## src/rv_pkg.sv

```systemverilog
package rv_pkg;

	localparam int XLEN       = 32;
	localparam int QDEPTH     = 4; // queue entries, also the initial credits
	localparam int QPTR_W     = $clog2(QDEPTH);
	localparam int DMEM_WORDS = 64;
	localparam int DMEM_AW    = $clog2(DMEM_WORDS);

	// major opcodes
	localparam logic [6:0] OPC_OP     = 7'b0110011;
	localparam logic [6:0] OPC_OP_IMM = 7'b0010011;
	localparam logic [6:0] OPC_LUI    = 7'b0110111;
	localparam logic [6:0] OPC_AUIPC  = 7'b0010111;
	localparam logic [6:0] OPC_LOAD   = 7'b0000011;
	localparam logic [6:0] OPC_STORE  = 7'b0100011;

	typedef logic [XLEN-1:0]    word_t;
	typedef logic [4:0]         reg_addr_t;
	typedef logic [31:0]        inst_t;
	typedef logic [10:0]        op_t;   // {inst[30], funct3, opcode}, zero is a bubble
	typedef logic [QPTR_W-1:0]  qptr_t;
	typedef logic [QPTR_W:0]    qcnt_t; // holds 0..QDEPTH
	typedef logic [DMEM_AW-1:0] dmem_addr_t;

	typedef struct packed {
		inst_t inst;
		word_t pc;
	} fetch_t;

	typedef struct packed {
		op_t       op;
		reg_addr_t rd;
		logic      wreg;
		word_t     a;
		word_t     b;
		word_t     store_data;
	} dec_t;

	// one forwarding tap from a later stage
	typedef struct packed {
		logic      wreg;
		logic      is_load;
		reg_addr_t rd;
		word_t     data;
	} fwd_t;

	typedef struct packed {
		logic      valid;
		reg_addr_t rd;
		word_t     data;
	} wb_t;

	typedef enum logic {
		INIT,
		RUN
	} ctrl_state_t;

endpackage

```

## src/credit_counter.sv

```systemverilog
`timescale 1ns/1ps

module credit_counter (
	input  logic clk,
	input  logic rst,
	input  logic load_i,
	input  logic en_i,
	output logic done_o
);

	rv_pkg::qcnt_t cnt;

	always_ff @(posedge clk) begin
		if (rst) begin
			cnt <= '0;
		end else if (load_i) begin
			cnt <= rv_pkg::qcnt_t'(rv_pkg::QDEPTH);
		end else if (en_i && (cnt != '0)) begin
			cnt <= cnt - 1'b1;
		end
	end

	assign done_o = (cnt == '0);

endmodule

```

## config.mk

```make
export PLATFORM = sky130hd
export DESIGN_NAME = credit_counter
export DESIGN_NICKNAME = d
export VERILOG_FILES = /design/src/rv_pkg.sv /design/src/credit_counter.sv
export SDC_FILE = /design/constraint.sdc
export NUM_CORES = 1
export LEC_CHECK = 0
export CELL_PAD_IN_SITES_DETAIL_PLACEMENT = 0
export CELL_PAD_IN_SITES_GLOBAL_PLACEMENT = 1
export CORE_AREA = 2 2 39 41
export DETAILED_ROUTE_END_ITERATION = 12
export DIE_AREA = 0 0 41 43
export DONT_BUFFER_PORTS = 1
export GPL_TIMING_DRIVEN = 0
export HOLD_SLACK_MARGIN = 0.03
export PLACE_DENSITY = 0.33
export RECOVER_POWER = 100
export SLEW_MARGIN = 40
export SYNTH_ARGS = -nofsm -noshare
export SYNTH_HDL_FRONTEND = slang
export SYNTH_SLANG_ARGS = --single-unit
```

## constraint.sdc

```tcl
create_clock -name clk -period 1.1 [get_ports clk]
set_clock_uncertainty 0.05 [all_clocks]
set_input_delay 0.11 -clock clk [delete_from_list [all_inputs] [get_ports clk]]
set_output_delay 0.11 -clock clk [all_outputs]
set_load 0.005 [all_outputs]
```

==> flow_summary.toml <==
[pwr]
ir_drop_mv = 0.3131
comb_power_share_pct = 18.6
clkPwrFrac_pct = 49.8
power-per-cell-area_nw_per_um2 = 1219
leakage_nw = 0.1099
p_int_mw = 0.2886
power_switching_share_pct = 23.73
seq_power_share_pct = 31.6
p_switching_mw = 0.08977

[placed_design]
port_buffers = 0
place_area_um2 = 206.4
dp_hpwl_um = 283.8
globalplace.congestion = 0.5852

[sta]
setup_viol = 0
fin_tns_setup_ns = 0
fmax_mhz = 929.1
worst_pin_slew_ns = 0.2350
hold_viol = 0
maxSlewHeadroom_pct = 84.34
rsz0062_at_grt = "yes"
hold-worst-slack_ns = 0.03259
fin_crit_ns = 1.076
fin_crit_sh_pct = 97.84
maxSlewViolCount = 0

[route]
drc = 0
via_per_inst = 3.791
drt_iter0_drc = 1
wl_per_cell_um = 10.23
postRouteAntennaNets = 0
routed_wirelength_um = 440
drt_pre_antenna_iters = 2
num_vias = 163

[floorplan]
initial_core_util_pct = 13.29
die_y_um = 43
placeableCoreArea_um2 = 1384
rows = 14
die_area_um2 = 1763
ioPinCount = 5
die_width_um = 41

[cts]
root_buffer = "clkbuf_4"
cts_sinks = 3
tritoncts = "built"
clk-insertion-delay-late_ns = 0.23
clkTransAtPathRegs_ns = 0.04
h-tree-depth = 1
cts_buffers = 3
clock_path_buffers = 2

[logic_synthesis]
synth_edf_count = 0
synth_area_um2 = 183.9
syn_inst = 19
syn_nets = 25
ys_seq_elements = 3
synthAdderAreaFrac_pct = 13.61
seq_area_frac_synth_pct = 32.65
synth_top_family_by_area = "simple AND/OR/NAND/NOR gates"
synth_flop_cell = "dfxtp_1"
synthArstFlopShare_pct = 0
synthDominantCellAreaShare_pct = 32.65
ys_types = 13
synth-xor-area-share_pct = 0
yosys.area_share.simple_pct = 25.17
synth.top_cells.by_area = "dfxtp_1, ha_1, nand2b_4"
avgSynthCellArea_um2 = 9.680
synth_top_area_cell = "dfxtp_1"
yosys_warnings = 0
synthMuxAreaShare_pct = 0
synth_compound_gate_area_share_pct = 22.45
ys_top_cells_by_count = "dfxtp_1, inv_1, ha_1, nor2_1"

[global_route]
grt_pass1_vias = 170
grt_antenna_before_repair = 0
grt_max_degree = 6
grt.total_usage_pct = 7.021
grt_overflow_total = 0
grt_pass1_wl_um = 710

[run]
cap_violations = 0

[setup_path]
endpoint_kind = "output pin"
arrival_ns = 0.92
critical_path.max_fanout = 5
rr_worst_depth = 5
r2r_end = "cnt[0]"
cp.depth = 4
setup.worst_path.start_class = "register"
cp_slowest_cell = "dfxtp_2"
path_delay_family = "flip-flops"
path_buf_inv = 2
worst_ep_required_time_ns = 0.94
crit_chain = "inv_4 > ha_4 > nand2b_4 > inv_1"
rr_startpoint = "cnt[1]"
ff2ff_setup_slack_ns = 0.04
slowest_delay_ns = 0.34
critPathKind = "reg2out"

[status]
status = "complete, no violations"

[final_layout]
regMostFlops = "cnt"
largest_reg_flops = 3
final_area_um2 = 310.3
syn_to_final_growth_pct = 68.71
diodes = 0
final_nets = 34
drive_above_1_share_pct = 55.56
final_core_util_pct = 22.42
reg_top3 = "cnt: 3 flops"

[min_path]
hold_class = "in2reg"
whs_path_depth = 2
holdPathEnd = "cnt[2]"
min_from = "en_i"
[cell usage in the layout, fill, tap and decap left out]
cell,count
dlygate4sd3_1,3
buf_4,1
a311oi_2,1
inv_4,1
a21boi_2,1
and3_4,1
dfxtp_2,1
nor4_2,1
dfxtp_1,2
inv_2,1
clkbuf_1,1
nand3_1,1
a211oi_2,1
a21o_1,1
clkbuf_4,3
ha_4,2
nor2_1,2
inv_1,1
nand2b_4,1
a21oi_1,1
[routing by layer]
layer	wire, µm	GRT usage (%)	part of all wire, %	vias up
met5	0	0	0	-
met4	0	10.00	0	0
met3	14	1.571	3.2	0
met2	219	8.125	50	4
met1	206	8.333	47	76
li1	-	-	-	83
[area by class of cell]
type,instances,area (µm²)
flip-flops and latches,3,61.31
repair buffers,4,37.54
well taps,16,20.02
inverters,3,13.76
fillers,161,1074
multi-input cells,13,151.4
clock buffers,4,26.28
[worst max path at each step]
stage                      start  endpoint  slack [ns]
after floorplan           cnt[0]    cnt[0]       0.005
after global placement    cnt[0]    cnt[2]       -0.13
after detailed placement  cnt[0]    cnt[2]       -0.10
after CTS                 cnt[0]    cnt[2]       0.009
after global routing      cnt[1]    cnt[1]       -0.05
final                     cnt[1]    done_o        0.02
[power groups by stage]
| stage | sequential [mW] | combinational (mW) | clock [mW] |
|---|---|---|---|
| 6_report | 0.120 | 0.0705 | 0.188 |
| 5_1_grt | 0.120 | 0.0786 | 0.208 |
| 4_1_cts | 0.119 | 0.0701 | 0.202 |
| 3_5_place_dp | 0.120 | 0.0407 | 0 |
| 3_3_place_gp | 0.120 | 0.0410 | 0 |
| 2_1_floorplan | 0.119 | 0.0355 | 0 |
[stage by stage]
stage	setup slack, ns	instances	power [mW]
after floorplan	0.005261	19	0.1544
after global placement	-0.1281	35	0.1609
after detailed placement	-0.1010	35	0.1604
after CTS	0.008516	43	0.3914
after global routing	-0.04791	43	0.4063
final	0.02373	43	0.3783
[logic make-up (layout without fill, tap and decap cells)]
family / count (synthesis) / after routing
simple gates: 6 / 6
compound gates: 5 / 5
flops: 3 / 3
buf+inv: 3 / 11
fa+ha+maj: 2 / 2
[what timing repair did]
item	in CTS	in global routing
hold buffers	3	0
resized for setup	11	0
hold endpoints to repair	3	0
pin swaps	5	3
setup endpoints to repair	4	4
buffers inserted	1	0
Note: power is estimated with default switching activity, not from simulation.
