File: src/rv_pkg.sv
package rv_pkg;

	localparam int XLEN       = 32;
	localparam int QDEPTH     = 4; // queue entries, also the initial credits
	localparam int QPTR_W     = $clog2(QDEPTH);
	localparam int DMEM_WORDS = 64;
	localparam int DMEM_AW    = $clog2(DMEM_WORDS);

	// major opcodes
	localparam logic [6:0] OPC_OP     = 7'b0110011;
	localparam logic [6:0] OPC_OP_IMM = 7'b0010011;
	localparam logic [6:0] OPC_LUI    = 7'b0110111;
	localparam logic [6:0] OPC_AUIPC  = 7'b0010111;
	localparam logic [6:0] OPC_LOAD   = 7'b0000011;
	localparam logic [6:0] OPC_STORE  = 7'b0100011;

	typedef logic [XLEN-1:0]    word_t;
	typedef logic [4:0]         reg_addr_t;
	typedef logic [31:0]        inst_t;
	typedef logic [10:0]        op_t;   // {inst[30], funct3, opcode}, zero is a bubble
	typedef logic [QPTR_W-1:0]  qptr_t;
	typedef logic [QPTR_W:0]    qcnt_t; // holds 0..QDEPTH
	typedef logic [DMEM_AW-1:0] dmem_addr_t;

	typedef struct packed {
		inst_t inst;
		word_t pc;
	} fetch_t;

	typedef struct packed {
		op_t       op;
		reg_addr_t rd;
		logic      wreg;
		word_t     a;
		word_t     b;
		word_t     store_data;
	} dec_t;

	// one forwarding tap from a later stage
	typedef struct packed {
		logic      wreg;
		logic      is_load;
		reg_addr_t rd;
		word_t     data;
	} fwd_t;

	typedef struct packed {
		logic      valid;
		reg_addr_t rd;
		word_t     data;
	} wb_t;

	typedef enum logic {
		INIT,
		RUN
	} ctrl_state_t;

endpackage

File: src/regfile.sv
`timescale 1ns/1ps

module regfile (
	input  logic              clk,
	input  logic              rst,
	input  rv_pkg::reg_addr_t rs1_i,
	input  rv_pkg::reg_addr_t rs2_i,
	output rv_pkg::word_t     rs1_data_o,
	output rv_pkg::word_t     rs2_data_o,
	input  rv_pkg::wb_t       wb_i
);

	rv_pkg::word_t regs [32];

	always_ff @(posedge clk) begin
		if (rst) begin
			for (int i = 0; i < 32; i++) begin
				regs[i] <= '0;
			end
		end else if (wb_i.valid && (wb_i.rd != '0)) begin
			regs[wb_i.rd] <= wb_i.data;
		end
	end

	// x0 reads zero
	assign rs1_data_o = (rs1_i == '0) ? '0 : regs[rs1_i];
	assign rs2_data_o = (rs2_i == '0) ? '0 : regs[rs2_i];

endmodule

File: config.mk
export PLATFORM = sky130hd
export DESIGN_NAME = regfile
export DESIGN_NICKNAME = d
export VERILOG_FILES = /design/src/rv_pkg.sv /design/src/regfile.sv
export SDC_FILE = /design/constraint.sdc
export NUM_CORES = 2
export LEC_CHECK = 0
export BUFFER_PORTS_ARGS = -buffer_cell sky130_fd_sc_hd__buf_2
export CELL_PAD_IN_SITES_DETAIL_PLACEMENT = 1
export CELL_PAD_IN_SITES_GLOBAL_PLACEMENT = 1
export CORE_ASPECT_RATIO = 1.4
export CORE_MARGIN = 3
export CORE_UTILIZATION = 50
export CTS_CLUSTER_DIAMETER = 150
export CTS_CLUSTER_SIZE = 14
export DETAILED_ROUTE_END_ITERATION = 7
export GPL_TIMING_DRIVEN = 1
export PLACE_DENSITY = 0.82
export SYNTH_ARGS = -nofsm -noshare
export SYNTH_HDL_FRONTEND = slang
export SYNTH_SLANG_ARGS = --single-unit
File: constraint.sdc
create_clock -name clk -period 4.7 [get_ports clk]
set_input_delay 0.94 -clock clk [delete_from_list [all_inputs] [get_ports clk]]
set_output_delay 0.94 -clock clk [all_outputs]
set_load 0.005 [all_outputs]
==> flow_summary_export.csv <==
group,metric,value,unit
floorplanning,dieArea,112600,um2
pwr,powerDensity,336.9,nW/um2
pwr,power,20.08,mW
pwr,power.leakage,20.49,nW
timing,fin_crit,4.694,ns
global_routing,grt_antenna_before_repair,10,
placement,placedCellCount,4913,
clocking,cts_hold_buffers,0,
clocking,cts_tree,"built",
clocking,cts.clk_slew.worst_paths,0.07,ns
cells_and_area,fin_cells,5010,
worst_hold_path,min_path_cells,2,
floorplanning,die_w,284.4,um
timing,hold_viol,0,
flow_run,drv_cap,0,
routing,wl_met2,93660,um
timing,tns,0,ns
placement,io_buffers,113,
routing,wl_met1,62910,um
timing,fmax,213.1,MHz
cells_and_area,area_growth,9.829,%
yosys,yosys_warnings,0,
timing,finalMaxSlewViolations,0,
routing,routed_wl,188200,um
yosys,synth_area_leaders,"edfxtp_1, mux4_2, and2_1, mux2i_1, clkbuf_1",
pwr,ir_drop,277.3,uV
floorplanning,initial_core_util,50.56,%
cells_and_area,final_core_util,55.53,%
placement,dpl.hpwl,118600,um
yosys,async_flop_share,0,%
cells_and_area,fillCellCount,10010,
clocking,ctsHtreeMaxLevel,3,
placement,pre_cts_ws,0.1159,ns
global_routing,grt.total_usage,33.32,%
global_routing,grt_pass1_vias,38050,
floorplanning,coreArea,107300,um2
routing,firstDrtPassIters,5,
status,status,"finished clean",
clocking,post-cts-setup-buffers,0,
worst_hold_path,min_path_type,"input pin to flip-flop",
worst_hold_path,hp-start,"wb_i[28]",
timing,slew_headroom,13.95,%
timing,setup_viol,0,
cells_and_area,top_regs,"regs (1024)",
yosys,netlist_instances,3502,
worst_hold_path,hold_end,"regs[3][28]",
timing,rsz0062_at_grt,"false",
global_routing,gr-total-overflow,0,
global_routing,grt_pass1_wl,268200,um
cells_and_area,final_area,59590,um2
yosys,syn-cell-area,54250,um2
routing,num_vias,35480,
timing,worst_slack,0.006305,ns
timing,finalCritPeriodShare,99.87,%
yosys,ys_seq_area_share,56.68,%
placement,gp_congestion,0.8776,
yosys,synth_edf_count,1024,
critical_path,cp.arrival,3.75,ns
clocking,clk_path_buf_depth,3,
clocking,cts_resized,0,
cells_and_area,largest_reg_flops,1024,
routing,detail-route-antenna-nets,0,
cells_and_area,drive_gt1_share,27.99,%
routing,wl_met3,19310,um
yosys,avgSynthCellArea,15.49,um2
cells_and_area,top_register,"regs",
routing,wl_per_cell,37.56,um
timing,fin_hold_ws,0.9086,ns
global_routing,grt_max_degree,64,
critical_path,path_class,"input pin to output port",
clocking,cts_inserted_buffers,83,
clocking,cts_root_buffer,"clkbuf_16",
cells_and_area,fin_nets,3608,
critical_path,path_max_fanout,26,
critical_path,critPathLaunchType,"input pin",
routing,route.detailed.drc,0,
critical_path,cp-end-kind,"output port",
floorplanning,ios,114,
yosys,yosysTopAreaCellShare,56.68,%
routing,initialDrtViolationCount,5138,
routing,routed.top_layer,"met5",
floorplanning,fp-row-count,142,
routing,viasPerCell,7.081,
yosys,synth_flop_cell,"edfxtp_1",
clocking,clock_sinks,1024,
critical_path,required,3.76,ns
floorplanning,fp.dieH,395.8,um
yosys,synth_seq_cells,1024,
placement,placed_area,57350,um2
yosys,synth_top_area_cell,"edfxtp_1",
yosys,ys_types,42,
timing,tightestPinTransition,1.288,ns
routing by layer:
layer / track usage, % / up-vias
met4: 20.29 / 2
met5: 0 / -
met1: 39.80 / 18520
met3: 6.423 / 718
li1: - / 13600
met2: 56.10 / 2643
final cells by class:
cell class                 count  area [um2]  area share (%)
sequential                  1024       30750           51.61
inverter                       2       7.507         0.01260
tap                         1440        1802           3.024
antenna                        8       20.02         0.03360
clock inverter                 2       25.02         0.04200
timing repair buffer         327        2793           4.687
multi-input combinational   2120       22010           36.94
clock buffer                  87        2177           3.654
synth_stat cells (14+ instances only):
master,n
nor2b_1,14
o22ai_1,103
a22oi_1,16
nor2_1,36
mux2_2,30
or2_2,33
a22o_1,51
mux4_2,472
edfxtp_1,1024
buf_6,21
buf_2,46
a2111oi_1,41
mux2i_1,150
and2_1,995
nor3_1,54
clkbuf_1,271
buf_4,38
a2111oi_0,14
cell families after synthesis:
family | count (synthesis) | share of synthesized area [%]
DFF | 1024 | 56.68
and+or+nand+nor | 1177 | 13.33
muxes | 652 | 22.98
buffers and inverters | 389 | 3.351
AOI/OAI and AO/OA | 259 | 3.651
other | 1 | 0.006912
power by group:
group	internal [mW]	switching (mW)
registers	10.6	0.305
logic	1.18	1.56
clock network	3.26	3.22
cell usage in the layout, fill, tap and decap left out, drive strengths merged, types with 32 or more instances in the layout:
cell type,count
buf,327
nor3,54
edfxtp,1024
mux2i,150
o22ai,103
mux4,472
clkbuf,87
conb,32
or2,33
a22o,51
a2111oi,55
nor2,36
and2,995
worst max-delay path by stage:
stage          startpoint             end  slack, ns  cells after the start
6_report         rs2_i[0]  rs2_data_o[29]      0.006                      6
5_1_grt          rs2_i[0]   rs2_data_o[1]       0.08                      8
4_1_cts          rs2_i[0]  rs2_data_o[25]       0.02                      8
3_5_place_dp     rs2_i[0]  rs2_data_o[25]       0.12                      8
3_3_place_gp     rs2_i[0]  rs2_data_o[25]       0.07                      8
2_1_floorplan    rs1_i[2]  rs1_data_o[10]       1.19                      7
worst max-delay path, stage by stage:
cell,delay [ns]
buf_8,0.33
mux4_2,0.58
a22o_1,0.31
a2111oi_1,1.09
nor3_1,0.25
buf_2,0.22
No activity file was read; power rests on OpenSTA's default activity.
