===== src/rv_pkg.sv =====
package rv_pkg;

	localparam int XLEN       = 32;
	localparam int QDEPTH     = 4; // queue entries, also the initial credits
	localparam int QPTR_W     = $clog2(QDEPTH);
	localparam int DMEM_WORDS = 64;
	localparam int DMEM_AW    = $clog2(DMEM_WORDS);

	// major opcodes
	localparam logic [6:0] OPC_OP     = 7'b0110011;
	localparam logic [6:0] OPC_OP_IMM = 7'b0010011;
	localparam logic [6:0] OPC_LUI    = 7'b0110111;
	localparam logic [6:0] OPC_AUIPC  = 7'b0010111;
	localparam logic [6:0] OPC_LOAD   = 7'b0000011;
	localparam logic [6:0] OPC_STORE  = 7'b0100011;

	typedef logic [XLEN-1:0]    word_t;
	typedef logic [4:0]         reg_addr_t;
	typedef logic [31:0]        inst_t;
	typedef logic [10:0]        op_t;   // {inst[30], funct3, opcode}, zero is a bubble
	typedef logic [QPTR_W-1:0]  qptr_t;
	typedef logic [QPTR_W:0]    qcnt_t; // holds 0..QDEPTH
	typedef logic [DMEM_AW-1:0] dmem_addr_t;

	typedef struct packed {
		inst_t inst;
		word_t pc;
	} fetch_t;

	typedef struct packed {
		op_t       op;
		reg_addr_t rd;
		logic      wreg;
		word_t     a;
		word_t     b;
		word_t     store_data;
	} dec_t;

	// one forwarding tap from a later stage
	typedef struct packed {
		logic      wreg;
		logic      is_load;
		reg_addr_t rd;
		word_t     data;
	} fwd_t;

	typedef struct packed {
		logic      valid;
		reg_addr_t rd;
		word_t     data;
	} wb_t;

	typedef enum logic {
		INIT,
		RUN
	} ctrl_state_t;

endpackage


===== src/id.sv =====
`timescale 1ns/1ps

module id (
	input  rv_pkg::fetch_t    head_i,
	input  logic              valid_i,
	output rv_pkg::reg_addr_t rs1_o,
	output rv_pkg::reg_addr_t rs2_o,
	input  rv_pkg::word_t     rs1_data_i,
	input  rv_pkg::word_t     rs2_data_i,
	input  rv_pkg::fwd_t      ex_fwd_i,
	input  rv_pkg::fwd_t      exm_fwd_i,
	input  rv_pkg::fwd_t      mem_fwd_i,
	output rv_pkg::dec_t      dec_o,
	output logic              stall_o
);

	rv_pkg::inst_t     inst;
	rv_pkg::reg_addr_t rd;
	logic [2:0]        funct3;
	logic [6:0]        funct7;
	rv_pkg::word_t     imm_i;
	rv_pkg::word_t     imm_s;
	rv_pkg::word_t     imm_u;
	rv_pkg::word_t     op1;
	rv_pkg::word_t     op2;
	logic              legal;
	logic              rs1_read;
	logic              rs2_read;

	function automatic logic tap_hit(input rv_pkg::fwd_t tap, input rv_pkg::reg_addr_t addr);
		return tap.wreg && (tap.rd != '0) && (tap.rd == addr);
	endfunction

	// nearest stage wins
	function automatic rv_pkg::word_t fwd_pick(input rv_pkg::reg_addr_t addr,
			input rv_pkg::word_t rf_data, input rv_pkg::fwd_t ex,
			input rv_pkg::fwd_t exm, input rv_pkg::fwd_t mem);
		if (tap_hit(ex, addr)) return ex.data;
		if (tap_hit(exm, addr)) return exm.data;
		if (tap_hit(mem, addr)) return mem.data;
		return rf_data;
	endfunction

	// load data not there yet if the nearest writer is a load in EX or EX/MEM
	function automatic logic load_use(input rv_pkg::reg_addr_t addr,
			input rv_pkg::fwd_t ex, input rv_pkg::fwd_t exm);
		if (tap_hit(ex, addr)) return ex.is_load;
		return tap_hit(exm, addr) && exm.is_load;
	endfunction

	assign inst   = head_i.inst;
	assign rd     = inst[11:7];
	assign funct3 = inst[14:12];
	assign funct7 = inst[31:25];
	assign rs1_o  = inst[19:15];
	assign rs2_o  = inst[24:20];

	assign imm_i = {{20{inst[31]}}, inst[31:20]};
	assign imm_s = {{20{inst[31]}}, inst[31:25], inst[11:7]};
	assign imm_u = {inst[31:12], 12'b0};

	assign op1 = fwd_pick(rs1_o, rs1_data_i, ex_fwd_i, exm_fwd_i, mem_fwd_i);
	assign op2 = fwd_pick(rs2_o, rs2_data_i, ex_fwd_i, exm_fwd_i, mem_fwd_i);

	always_comb begin
		legal    = 1'b0;
		rs1_read = 1'b0;
		rs2_read = 1'b0;
		case (inst[6:0])
			rv_pkg::OPC_OP: begin
				legal    = (funct7 == 7'b0000000) ||
				           ((funct7 == 7'b0100000) && (funct3 == 3'b000 || funct3 == 3'b101));
				rs1_read = legal;
				rs2_read = legal;
			end
			rv_pkg::OPC_OP_IMM: begin
				if (funct3 == 3'b001) begin
					legal = (funct7 == 7'b0000000);
				end else if (funct3 == 3'b101) begin
					legal = (funct7 == 7'b0000000) || (funct7 == 7'b0100000); // srli / srai
				end else begin
					legal = 1'b1;
				end
				rs1_read = legal;
			end
			rv_pkg::OPC_LUI, rv_pkg::OPC_AUIPC: legal = 1'b1;
			rv_pkg::OPC_LOAD: begin
				legal    = (funct3 == 3'b010); // word only
				rs1_read = legal;
			end
			rv_pkg::OPC_STORE: begin
				legal    = (funct3 == 3'b010);
				rs1_read = legal;
				rs2_read = legal;
			end
			default: legal = 1'b0;
		endcase
	end

	always_comb begin
		dec_o = '0; // bubble unless legal
		if (legal) begin
			dec_o.op   = {inst[30], funct3, inst[6:0]};
			dec_o.rd   = rd;
			dec_o.wreg = (inst[6:0] != rv_pkg::OPC_STORE) && (rd != '0);
		end
		dec_o.a          = op1;
		dec_o.store_data = op2;
		case (inst[6:0])
			rv_pkg::OPC_OP:    dec_o.b = op2;
			rv_pkg::OPC_LUI:   dec_o.b = imm_u;
			rv_pkg::OPC_AUIPC: dec_o.b = imm_u + head_i.pc;
			rv_pkg::OPC_STORE: dec_o.b = imm_s;
			default:           dec_o.b = imm_i;
		endcase
	end

	assign stall_o = valid_i &&
	                 ((rs1_read && load_use(rs1_o, ex_fwd_i, exm_fwd_i)) ||
	                  (rs2_read && load_use(rs2_o, ex_fwd_i, exm_fwd_i)));

endmodule


===== config.mk =====
export PLATFORM = sky130hd
export DESIGN_NAME = id
export DESIGN_NICKNAME = d
export VERILOG_FILES = /design/src/rv_pkg.sv /design/src/id.sv
export SDC_FILE = /design/constraint.sdc
export NUM_CORES = 1
export LEC_CHECK = 0
export BUFFER_PORTS_ARGS = -buffer_cell sky130_fd_sc_hd__clkbuf_2
export CAP_MARGIN = 30
export CORE_AREA = 2 2 143 145
export DETAILED_ROUTE_END_ITERATION = 7
export DIE_AREA = 0 0 145 147
export GPL_TIMING_DRIVEN = 0
export MAX_ROUTING_LAYER = met4
export SLEW_MARGIN = 20
export SYNTH_ARGS = -nofsm -noshare
export SYNTH_HDL_FRONTEND = slang
export SYNTH_SLANG_ARGS = --single-unit

===== constraint.sdc =====
create_clock -name vclk -period 3.73
set_input_delay 0.746 -clock vclk [all_inputs]
set_output_delay 0.746 -clock vclk [all_outputs]
set_load 0.05 [all_outputs]

==> impl_results.md <==
* Final ANT Viol Nets at 0
* Max Transition Viols Final at 0
* Post-synth cell types at 70
* First-pass GRT wire length at 47100 um
* Layout cells sized above 1 at 52.6%
* Hold path depth at 3
* CP Launch Point: mem_fwd_i[36]
* Cell Pwr Density at 155 nW/um^2
* Hold WS at 1.89 ns
* Met3 usage at 4.29%
* WP data arrival at 2.99 ns
* Critical path's slowest cell: or4_4
* Rel. slew slack at between 40 and 50%
* Multi-input gate area at 5130 um^2
* TritonRoute pass-1 iters at 6
* Share of the synthesized area in the top cell type at a little under a tenth
* Crit. End Element: output port
* Crit path to: dec_o[63]
* Met1 Resource Use GR at 34.9%
* Hold Path Class: in -> out
* Critical Path, Cell by Cell: buf_6 > or4_4 > o211a_4 > buf_6 > buf_4 > nand3_1 > a311oi_4 > a211oi_2 > nand3_1 > clkbuf_4
* Dpl hpwl at approximately 27000 um
* Storage cell area at 0 um^2
* CTS Hold Bufs at 0
* CP delay by family, top: simple AND/OR/NAND/NOR gates
* GRT Total Usage at 29.4%
* Avg Cell Area, Syn at roughly 6.7 um^2
* Clock period minus worst slack at approximately 3.7 ns
* Largest area contributor in the netlist: a211oi_1
* Hold Violations, Final at 0
* Maxcap violations at 0
* Total Wirelength at 33100 um
* Critical Path Start Type: primary input
* Vias in the first global route at approximately 7.4k
* Crit-path max cell delay at 0.56 ns
* Die Width at 145 um
* Commonest non-fill, non-tap cells in the layout: 306 x clkbuf_2, 77 x nor2_1, 53 x nand2_1, 53 x buf_4, 47 x a21o_1
* Largest net degree at the start of global routing at 11
* Post-route cell area at 8530 um^2
* Seq cells at 0
* Via density at 5.51
* IO Pins at 370
* Pleak at 4.26 nW
* Outcome: complete, but fails checks
* Row count at 52
* Synth top area cells: a211oi_1 9.2%, a21o_1 8.5%, mux2i_1 8.1%
* Initial DRC Count at 550
* Clkbuf count at 0
* Commonest non-fill, non-tap cell in the layout: clkbuf_2
* Total die area at around 21000 um^2
* Worst-path fanout max at 8
* Routability cong. at roughly 0.99
* Core ar. at just under 20000 um^2
* Failing checks: negative setup slack
* Area Growth Syn to Fin at 78.1%
* Met2 Usage GRT at 52.1%
* Synthesized cell area at 4790 um^2
* Crit path buf inv count at 4
* Final worst-path cycle share at 100%
* CP Data Required Time at a little under 3 ns
* Placed inst area at ~7200 um^2
* DRC at 0
* Critical path depth at 10
* Worst vdd ir at 84.5 uV
* Worst slew pin tran at 0.748 ns
* Fmax achieved at 268 MHz
* Seq/Total Area, Yosys at 0%
* Initial antenna violation count at 5
* Vias at ~7.7k
* GRT overflow at 0
* Setup CP Type: in -> out
* Initial Utilization at 24.1%
* Filler instances at roughly 2.1k
* DR WL/cell at 23.7 um
* IO buf count at 367
* Die Span Y at 147 um
* # nets final at 1386
* Final WS setup at -0.00637 ns
* Busiest grt layer: met2
* Instance count of the mapped netlist at 716
* YS warnings at 0
* Final Setup Violations at 1
[report_power, final]
group	switching [mW]	internal [mW]	leakage, nW
sequential	0	0	0
combinational	0.832	0.492	4.26
clock	0	0.000000179	0.0000317
total	0.832	0.492	4.26
[stage by stage]
step / utilization (%) / total power, mW / setup slack (ns) / cells / setup TNS [ns]
final: 43.0 / 1.32 / -0.00637 / 1393 / -0.00637
after global routing: 43.0 / 1.39 / -0.0104 / 1393 / -0.0644
after CTS: 39.4 / 1.23 / -0.0852 / 1365 / -0.721
after detailed placement: 36.2 / 1.15 / -1.00 / 1355 / -55.54
after global placement: 36.1 / 1.15 / -1.47 / 1354 / -90.56
after floorplan: - / 0.742 / -0.278 / 717 / -2.03
[cell families after synthesis]
family | count (synthesis) | synth area share [%]
adders and majority gates | 20 | 5.38
other | 1 | 0.0783
and+or+nand+nor | 255 | 26.6
AOI/OAI and AO/OA | 273 | 43.5
buffers and inverters | 85 | 8.38
muxes | 40 | 8.38
xor gates and xnor gates | 42 | 7.68
[worst min-delay path, stage by stage]
cell and delay [ns]:
clkbuf_2 0.09, o21a_1 0.10, buf_2 0.21
[how the worst min path moves through the flow]
stage	to	from	slack, ns
floorplan	rs1_o[0]	head_i[47]	1.66
global placement	stall_o	valid_i	1.92
detailed placement	stall_o	valid_i	1.92
CTS	stall_o	valid_i	1.92
global route	stall_o	valid_i	1.89
finish	stall_o	valid_i	1.89
[repair_timing]
item | CTS | global route
gates cloned | 0 | 5
buffers inserted | 10 | 20
pin swaps | 24 | 47
resized for setup | 151 | 186
setup endpoints to repair | 107 | 94
[cell type report]
type                            instances  area share, %
Multi-Input combinational cell        633           60.1
Inverter                               17          0.748
Timing Repair Buffer                  402           28.7
Tap cell                              270           3.96
Antenna cell                            5          0.147
Buffer                                 66           6.27
[cell usage after synthesis (all sizes together), types with 5 or more instances]
library cell	number
inv	17
nand2	54
o211ai	10
a21o	54
o31ai	24
a22o	6
and3	29
o21bai	6
a221o	7
nand4	6
a31oi	7
clkbuf	33
o21ai	26
a211o	5
xnor2	27
mux2i	39
a211oi	61
nor3	11
a222oi	5
nand3	24
ha	19
buf	35
a21oi	32
and2	9
nor2b	12
nor2	81
a21bo	10
or4	6
or3	5
xor2	15
[per-layer routing]
layer / share of wire, % / wire [um]
met4: 3.4 / 1130
met5: 0 / 0
met2: 50 / 16500
met1: 40 / 13100
met3: 7.0 / 2320
Power figures use the tool's default switching activity.
