$ cat src/rv_pkg.sv
package rv_pkg;

	localparam int XLEN       = 32;
	localparam int QDEPTH     = 4; // queue entries, also the initial credits
	localparam int QPTR_W     = $clog2(QDEPTH);
	localparam int DMEM_WORDS = 64;
	localparam int DMEM_AW    = $clog2(DMEM_WORDS);

	// major opcodes
	localparam logic [6:0] OPC_OP     = 7'b0110011;
	localparam logic [6:0] OPC_OP_IMM = 7'b0010011;
	localparam logic [6:0] OPC_LUI    = 7'b0110111;
	localparam logic [6:0] OPC_AUIPC  = 7'b0010111;
	localparam logic [6:0] OPC_LOAD   = 7'b0000011;
	localparam logic [6:0] OPC_STORE  = 7'b0100011;

	typedef logic [XLEN-1:0]    word_t;
	typedef logic [4:0]         reg_addr_t;
	typedef logic [31:0]        inst_t;
	typedef logic [10:0]        op_t;   // {inst[30], funct3, opcode}, zero is a bubble
	typedef logic [QPTR_W-1:0]  qptr_t;
	typedef logic [QPTR_W:0]    qcnt_t; // holds 0..QDEPTH
	typedef logic [DMEM_AW-1:0] dmem_addr_t;

	typedef struct packed {
		inst_t inst;
		word_t pc;
	} fetch_t;

	typedef struct packed {
		op_t       op;
		reg_addr_t rd;
		logic      wreg;
		word_t     a;
		word_t     b;
		word_t     store_data;
	} dec_t;

	// one forwarding tap from a later stage
	typedef struct packed {
		logic      wreg;
		logic      is_load;
		reg_addr_t rd;
		word_t     data;
	} fwd_t;

	typedef struct packed {
		logic      valid;
		reg_addr_t rd;
		word_t     data;
	} wb_t;

	typedef enum logic {
		INIT,
		RUN
	} ctrl_state_t;

endpackage

$ cat src/ex_mem.sv
`timescale 1ns/1ps

module ex_mem (
	input  logic          clk,
	input  logic          rst,
	input  logic          issue_i,
	input  rv_pkg::dec_t  dec_i,
	output rv_pkg::fwd_t  ex_fwd_o,
	output rv_pkg::fwd_t  exm_fwd_o,
	output rv_pkg::fwd_t  mem_fwd_o,
	output rv_pkg::wb_t   wb_o
);

	rv_pkg::dec_t       idex_q;
	rv_pkg::word_t      alu_res;
	rv_pkg::word_t      sra_res;
	logic [4:0]         shamt;
	logic               ex_is_op;
	logic               ex_is_store;
	rv_pkg::fwd_t       exm_q;
	logic               exm_store;
	rv_pkg::word_t      exm_sdata;
	rv_pkg::dmem_addr_t dmem_addr;
	rv_pkg::word_t      dmem [rv_pkg::DMEM_WORDS];
	rv_pkg::word_t      ram_q;
	rv_pkg::fwd_t       mwb_q;
	rv_pkg::word_t      wb_data;

	always_ff @(posedge clk) begin
		if (rst) begin
			idex_q.op   <= '0;
			idex_q.wreg <= 1'b0;
		end else if (issue_i) begin
			idex_q <= dec_i;
		end else begin
			idex_q.op   <= '0; // bubble
			idex_q.wreg <= 1'b0;
		end
	end

	assign shamt       = idex_q.b[4:0];
	assign ex_is_op    = (idex_q.op[6:0] == rv_pkg::OPC_OP);
	assign ex_is_store = (idex_q.op[6:0] == rv_pkg::OPC_STORE);
	assign sra_res     = $signed(idex_q.a) >>> shamt; // sign fills from bit 31

	always_comb begin
		case (idex_q.op[6:0])
			rv_pkg::OPC_LUI, rv_pkg::OPC_AUIPC: alu_res = idex_q.b; // value built in decode
			rv_pkg::OPC_OP, rv_pkg::OPC_OP_IMM: begin
				case (idex_q.op[9:7])
					3'b000:  alu_res = (ex_is_op && idex_q.op[10]) ? idex_q.a - idex_q.b
					                                               : idex_q.a + idex_q.b;
					3'b001:  alu_res = idex_q.a << shamt;
					3'b010:  alu_res = {31'b0, $signed(idex_q.a) < $signed(idex_q.b)};
					3'b011:  alu_res = {31'b0, idex_q.a < idex_q.b};
					3'b100:  alu_res = idex_q.a ^ idex_q.b;
					3'b101:  alu_res = idex_q.op[10] ? sra_res : idex_q.a >> shamt;
					3'b110:  alu_res = idex_q.a | idex_q.b;
					default: alu_res = idex_q.a & idex_q.b;
				endcase
			end
			default: alu_res = idex_q.a + idex_q.b; // lw/sw address
		endcase
	end

	always_comb begin
		ex_fwd_o.wreg    = idex_q.wreg;
		ex_fwd_o.is_load = (idex_q.op[6:0] == rv_pkg::OPC_LOAD);
		ex_fwd_o.rd      = idex_q.rd;
		ex_fwd_o.data    = alu_res;
	end

	always_ff @(posedge clk) begin
		if (rst) begin
			exm_q.wreg    <= 1'b0;
			exm_q.is_load <= 1'b0;
			exm_store     <= 1'b0;
		end else begin
			exm_q     <= ex_fwd_o;
			exm_store <= ex_is_store;
		end
		exm_sdata <= idex_q.store_data;
	end

	assign exm_fwd_o = exm_q;
	assign dmem_addr = exm_q.data[rv_pkg::DMEM_AW+1:2]; // word index

	// synchronous RAM, read data lines up with MEM/WB
	always_ff @(posedge clk) begin
		if (exm_store) begin
			dmem[dmem_addr] <= exm_sdata;
		end
		ram_q <= dmem[dmem_addr];
	end

	always_ff @(posedge clk) begin
		if (rst) begin
			mwb_q.wreg    <= 1'b0;
			mwb_q.is_load <= 1'b0;
		end else begin
			mwb_q <= exm_q;
		end
	end

	assign wb_data = mwb_q.is_load ? ram_q : mwb_q.data;

	always_comb begin
		mem_fwd_o      = mwb_q;
		mem_fwd_o.data = wb_data;
		wb_o.valid     = mwb_q.wreg; // never set for rd 0
		wb_o.rd        = mwb_q.rd;
		wb_o.data      = wb_data;
	end

endmodule

$ cat config.mk
export PLATFORM = sky130hd
export DESIGN_NAME = ex_mem
export DESIGN_NICKNAME = d
export VERILOG_FILES = /design/src/rv_pkg.sv /design/src/ex_mem.sv
export SDC_FILE = /design/constraint.sdc
export NUM_CORES = 2
export LEC_CHECK = 0
export BUFFER_PORTS_ARGS = -buffer_cell sky130_fd_sc_hd__buf_2
export CORE_UTILIZATION = 45
export DETAILED_ROUTE_END_ITERATION = 8
export HOLD_SLACK_MARGIN = 0.06
export REMOVE_ABC_BUFFERS = 1
export SLEW_MARGIN = 0
export SYNTH_ARGS = -nofsm -noshare
export SYNTH_HDL_FRONTEND = slang
export SYNTH_SLANG_ARGS = --single-unit
export TNS_END_PERCENT = 20
$ cat constraint.sdc
create_clock -name clk -period 12 [get_ports clk]
set_input_delay 1.2 -clock clk [delete_from_list [all_inputs] [get_ports clk]]
set_output_delay 1.2 -clock clk [all_outputs]
set_load 0.01 [all_outputs]
==> results.txt <==
The power density relative to cell area is about 170 nW/um^2. The total clock sinks came out at 2304. The slew at the pin with the worst max-slew slack came out at about 1300 ps. In this design, the stage delay of the slowest critical-path cell is 710 ps. The top flip-flop cell by instance count after synthesis is sky130_fd_sc_hd__edfxtp_1.

The simple-gate share of the synthesized area came out at 0.0378. The final max-slew violation count came out at 0. The number of gates resized after CTS came out at 0. The root buffer cell chosen for the clock tree is sky130_fd_sc_hd__clkbuf_16. The total global routing track utilization came out at 0.285. The buffers inserted during post-CTS setup optimization came out at 0.

The remaining max-slew budget at the tightest pin is 0.100. The synthesized area divided by synthesized cell count is 16.2 sq um. In the layout the commonest cells are sky130_fd_sc_hd__edfxtp_1, sky130_fd_sc_hd__a22oi_1, sky130_fd_sc_hd__buf_2. For this design the top-level I/O count stands at about 270. The row count is ~160. The internal cell power is 13.4 mW. Setup violations remaining at the end of the flow were counted as 0. The core area is 201000 sq um. The net switching fraction of the power came out at 0.255. The minimum clock period after layout is 6760 ps. The worst slack at placement came out at 6220 ps. The clock skew is approximately 85 ps. The minimum setup slack in the final design is between 5000 and 6000 ps. The share of the Yosys chip area taken by registers is 0.749. The relative contribution of combinational cells to total power came out at 0.110. In the final layout, the share of cells above drive strength 1 is 0.166. The number of maximum-capacitance violations is 0. The first detailed-routing pass took 6 iterations. The number of buffers inserted during clock tree synthesis came out at between 200 and 250. Hold repair after CTS inserted 0 buffers. The total wirelength of the detailed-routed design is ~300000 um.

The residual antenna-violating net count after detailed routing is 0. The commonest non-fill, non-tap cell in the layout is sky130_fd_sc_hd__edfxtp_1. The tightest min-delay check is of the register to register type. The worst endpoint required time is 10800 ps. Of the total synthesized cell area, the portion taken by full adders, half adders and majority gates is 0.0139. The top cell type's share of synthesized area is 0.731. The xor/xnor cell area share of the yosys netlist came out at 0.00336. The number of DRC markers after the initial detailed-route iteration came out at 7743. The average detailed-routed wire length per instance is 33.8 um.

The tightest hold margin is 340 ps. Yosys mapped a number of flops with a built-in enable equal to 2223. The count of buffers from port buffering came out at 270.

Of the total power, registers draw 0.509. The biggest fanout along the worst timing path is 44. The switching power total came out at 4.60 mW. Counting stages on the worst path, the most repeated cell is sky130_fd_sc_hd__a21o_1. Counting flops and latches in the post-synthesis netlist gives roughly 2300.

The die width is 452 um. The flow ran to the end, and the final reports show no timing, DRC or antenna violations. The data arrival at the endpoint of the critical path came out at approximately 5600 ps. The synthesis-to-finish area growth is 13.1%. Counting tap cells, the placed design contains a total of 8320 instances. The post-synthesis cell type count came out at 90. The maximum clock frequency is 148 MHz. For this run, asynchronously set or reset flops after synthesis account for 0. The multiplexer share of the synthesized area came out at 0.0242. The number of global-route vias before repair is 54200. The synthesized-area fraction occupied by ao, oa, aoi and oai cells came out at 0.145.

In this run the cell area of the synthesized design comes to around 91000 sq um. The largest family of logic cells by synthesized area is compound AO/OA/AOI/OAI gates. Setup repair after global routing left no endpoint under its margin.

The total global routing overflow is 0. The number of instances in the synthesized netlist is 5645. The effective utilization at floorplan came out at 0.455. The H-tree depth came out at 4.

The count of endpoints failing hold in the final timing report is 0. The worst-path cell with the longest stage delay is sky130_fd_sc_hd__ha_1. The clock network power share is 0.381.

Dividing the detail-routed via count by the number of cells gives 6.50. In the final design database the tool counted 6105 nets. The number of buffers between clock root and the deepest sink is 3. In this run the vertical extent of the chip is 452 um. The static power due to leakage came out at between 30 and 40 nW. STA classifies the critical path startpoint as a register. The worst setup path is of the register to primary output kind. The via total after detailed routing came out at 56700.

The total DRC errors in the routed layout came out at 0. STA classifies the critical path endpoint as a primary output. Across the VDD grid, the largest voltage drop is about 0.13 mV. After clock tree synthesis, the clock-pin slew on the worst setup and hold paths is 60 ps. Yosys printed 0 warnings. The critical path goes through buf_4 -> inv_1 -> ha_1 -> o21a_1 -> o31a_1 -> o31ai_2 -> a21o_1 -> o211a_1 -> o31ai_1 -> a21o_1 -> a21oi_1 -> o32ai_1 -> buf_2. Of the available clock period, the critical path in the final layout requires 0.563. The count of placed standard cells in the final layout, fillers left out came out at roughly 8700. The total die area came out at 205000 sq um.

The biggest area contributor in the post-synthesis netlist is sky130_fd_sc_hd__edfxtp_1. The post-route core utilization is 0.514. The detailed-placement wirelength estimate came out at roughly 170000 um. The first global-routing pass estimated 415000 um of wire. The initial antenna violation count came out at 13. The CTS tree is built.

By area the synthesized netlist is led by sky130_fd_sc_hd__edfxtp_1, sky130_fd_sc_hd__a22oi_1, sky130_fd_sc_hd__a22o_1. At the later pin of the worst-skew pair, clock insertion delay measures 900 ps. The pin count of the biggest net entering global routing is 88. The placer congestion estimate is 0.948.
-- flip-flops by register name, summed over array words and instances (netlist names) --
register,flops
exm_sdata,32
ram_q,32
ex_fwd_o,6
dmem,2048
exm_store,1
exm_fwd_o,39
mwb_q,32
mem_fwd_o,7
idex_q,107
-- per-stage QoR --
step	cell area, sq um	setup TNS (ps)	power (mW)
5_1_grt	103000	0	18.5
4_1_cts	103000	0	18.1
3_3_place_gp	96100	0	11.3
6_report	103000	0	18.0
3_5_place_dp	96100	0	11.3
2_1_floorplan	89200	-6630440	10.4
-- synth_stat cells, drive strengths merged, types with 14 or more instances --
cell	instances
edfxtp	2223
a22oi	634
clkbuf	267
a22o	231
a21oi	220
a221oi	215
nor2	199
a31oi	181
buf	177
nand2	146
o21ai	118
inv	99
ha	98
nand3	86
nand4	82
dfxtp	81
mux2	55
mux2i	55
mux4	44
nand2b	41
nor3	33
nor4	29
xnor2	28
a211oi	20
and2	20
o211ai	20
o221ai	20
and3	18
o31ai	15
o22ai	14
-- metal layers --
| layer | vias to the layer above | global-route usage | share of wire |
|---|---|---|---|
| li1 | 23700 | - | - |
| met1 | 29400 | 0.408 | 0.41 |
| met2 | 3185 | 0.443 | 0.46 |
| met3 | 471 | 0.0423 | 0.087 |
| met4 | 0 | 0.103 | 0.037 |
| met5 | - | 0 | 0 |
-- power by group through the flow --
stage                     Sequential [mW]  Clock (mW)  Combinational, mW
final                                9.17        6.87               1.99
after global routing                 9.18        7.25               2.09
after CTS                            9.17        6.95               1.98
after detailed placement             9.33           0               1.97
after global placement               9.33           0               1.97
after floorplan                      9.28           0               1.11
-- worst max-delay path: cells and delay by family, from the launching register on --
family,cells,cell delay (ps)
AOI/OAI and AO/OA,9,2430
adders and majority gates,1,710
DFF,1,320
buffers and inverters,3,1210
-- worst paths after layout --
kind	startpoint	cells after the start	to	slack (ps)
setup reg to reg	exm_fwd_o[2]$_DFFE_PN_	6	dmem[38][26]$_DFFE_PP_	7040
hold reg to reg	idex_q[11]$_DFFE_PP_	0	exm_sdata[11]$_DFF_P_	340
hold / removal	idex_q[11]$_DFFE_PP_	0	exm_sdata[11]$_DFF_P_	340
setup / recovery	idex_q[36]$_DFFE_PP_	13	ex_fwd_o[28]	5240
-- layout make-up --
cell class | instances | area, sq um
well taps | 2656 | 3320
multi-input cells | 2795 | 21000
flip-flops and latches | 2304 | 68400
repair buffers | 463 | 2930
fillers | 16400 | 97500
clock buffers | 282 | 5840
diodes | 2 | 5.00
clock inverters | 126 | 1330
inverters | 102 | 385
-- cells by family after synthesis --
| logic type | count (synthesis) |
|---|---|
| AO/OA/AOI/OAI | 1801 |
| XOR/XNOR | 35 |
| adder cells (fa/ha/maj) | 100 |
| buffers and inverters | 546 |
| multiplexers | 154 |
| AND/OR/NAND/NOR | 705 |
| flip-flops | 2304 |
(Power assumes the default switching activity.)
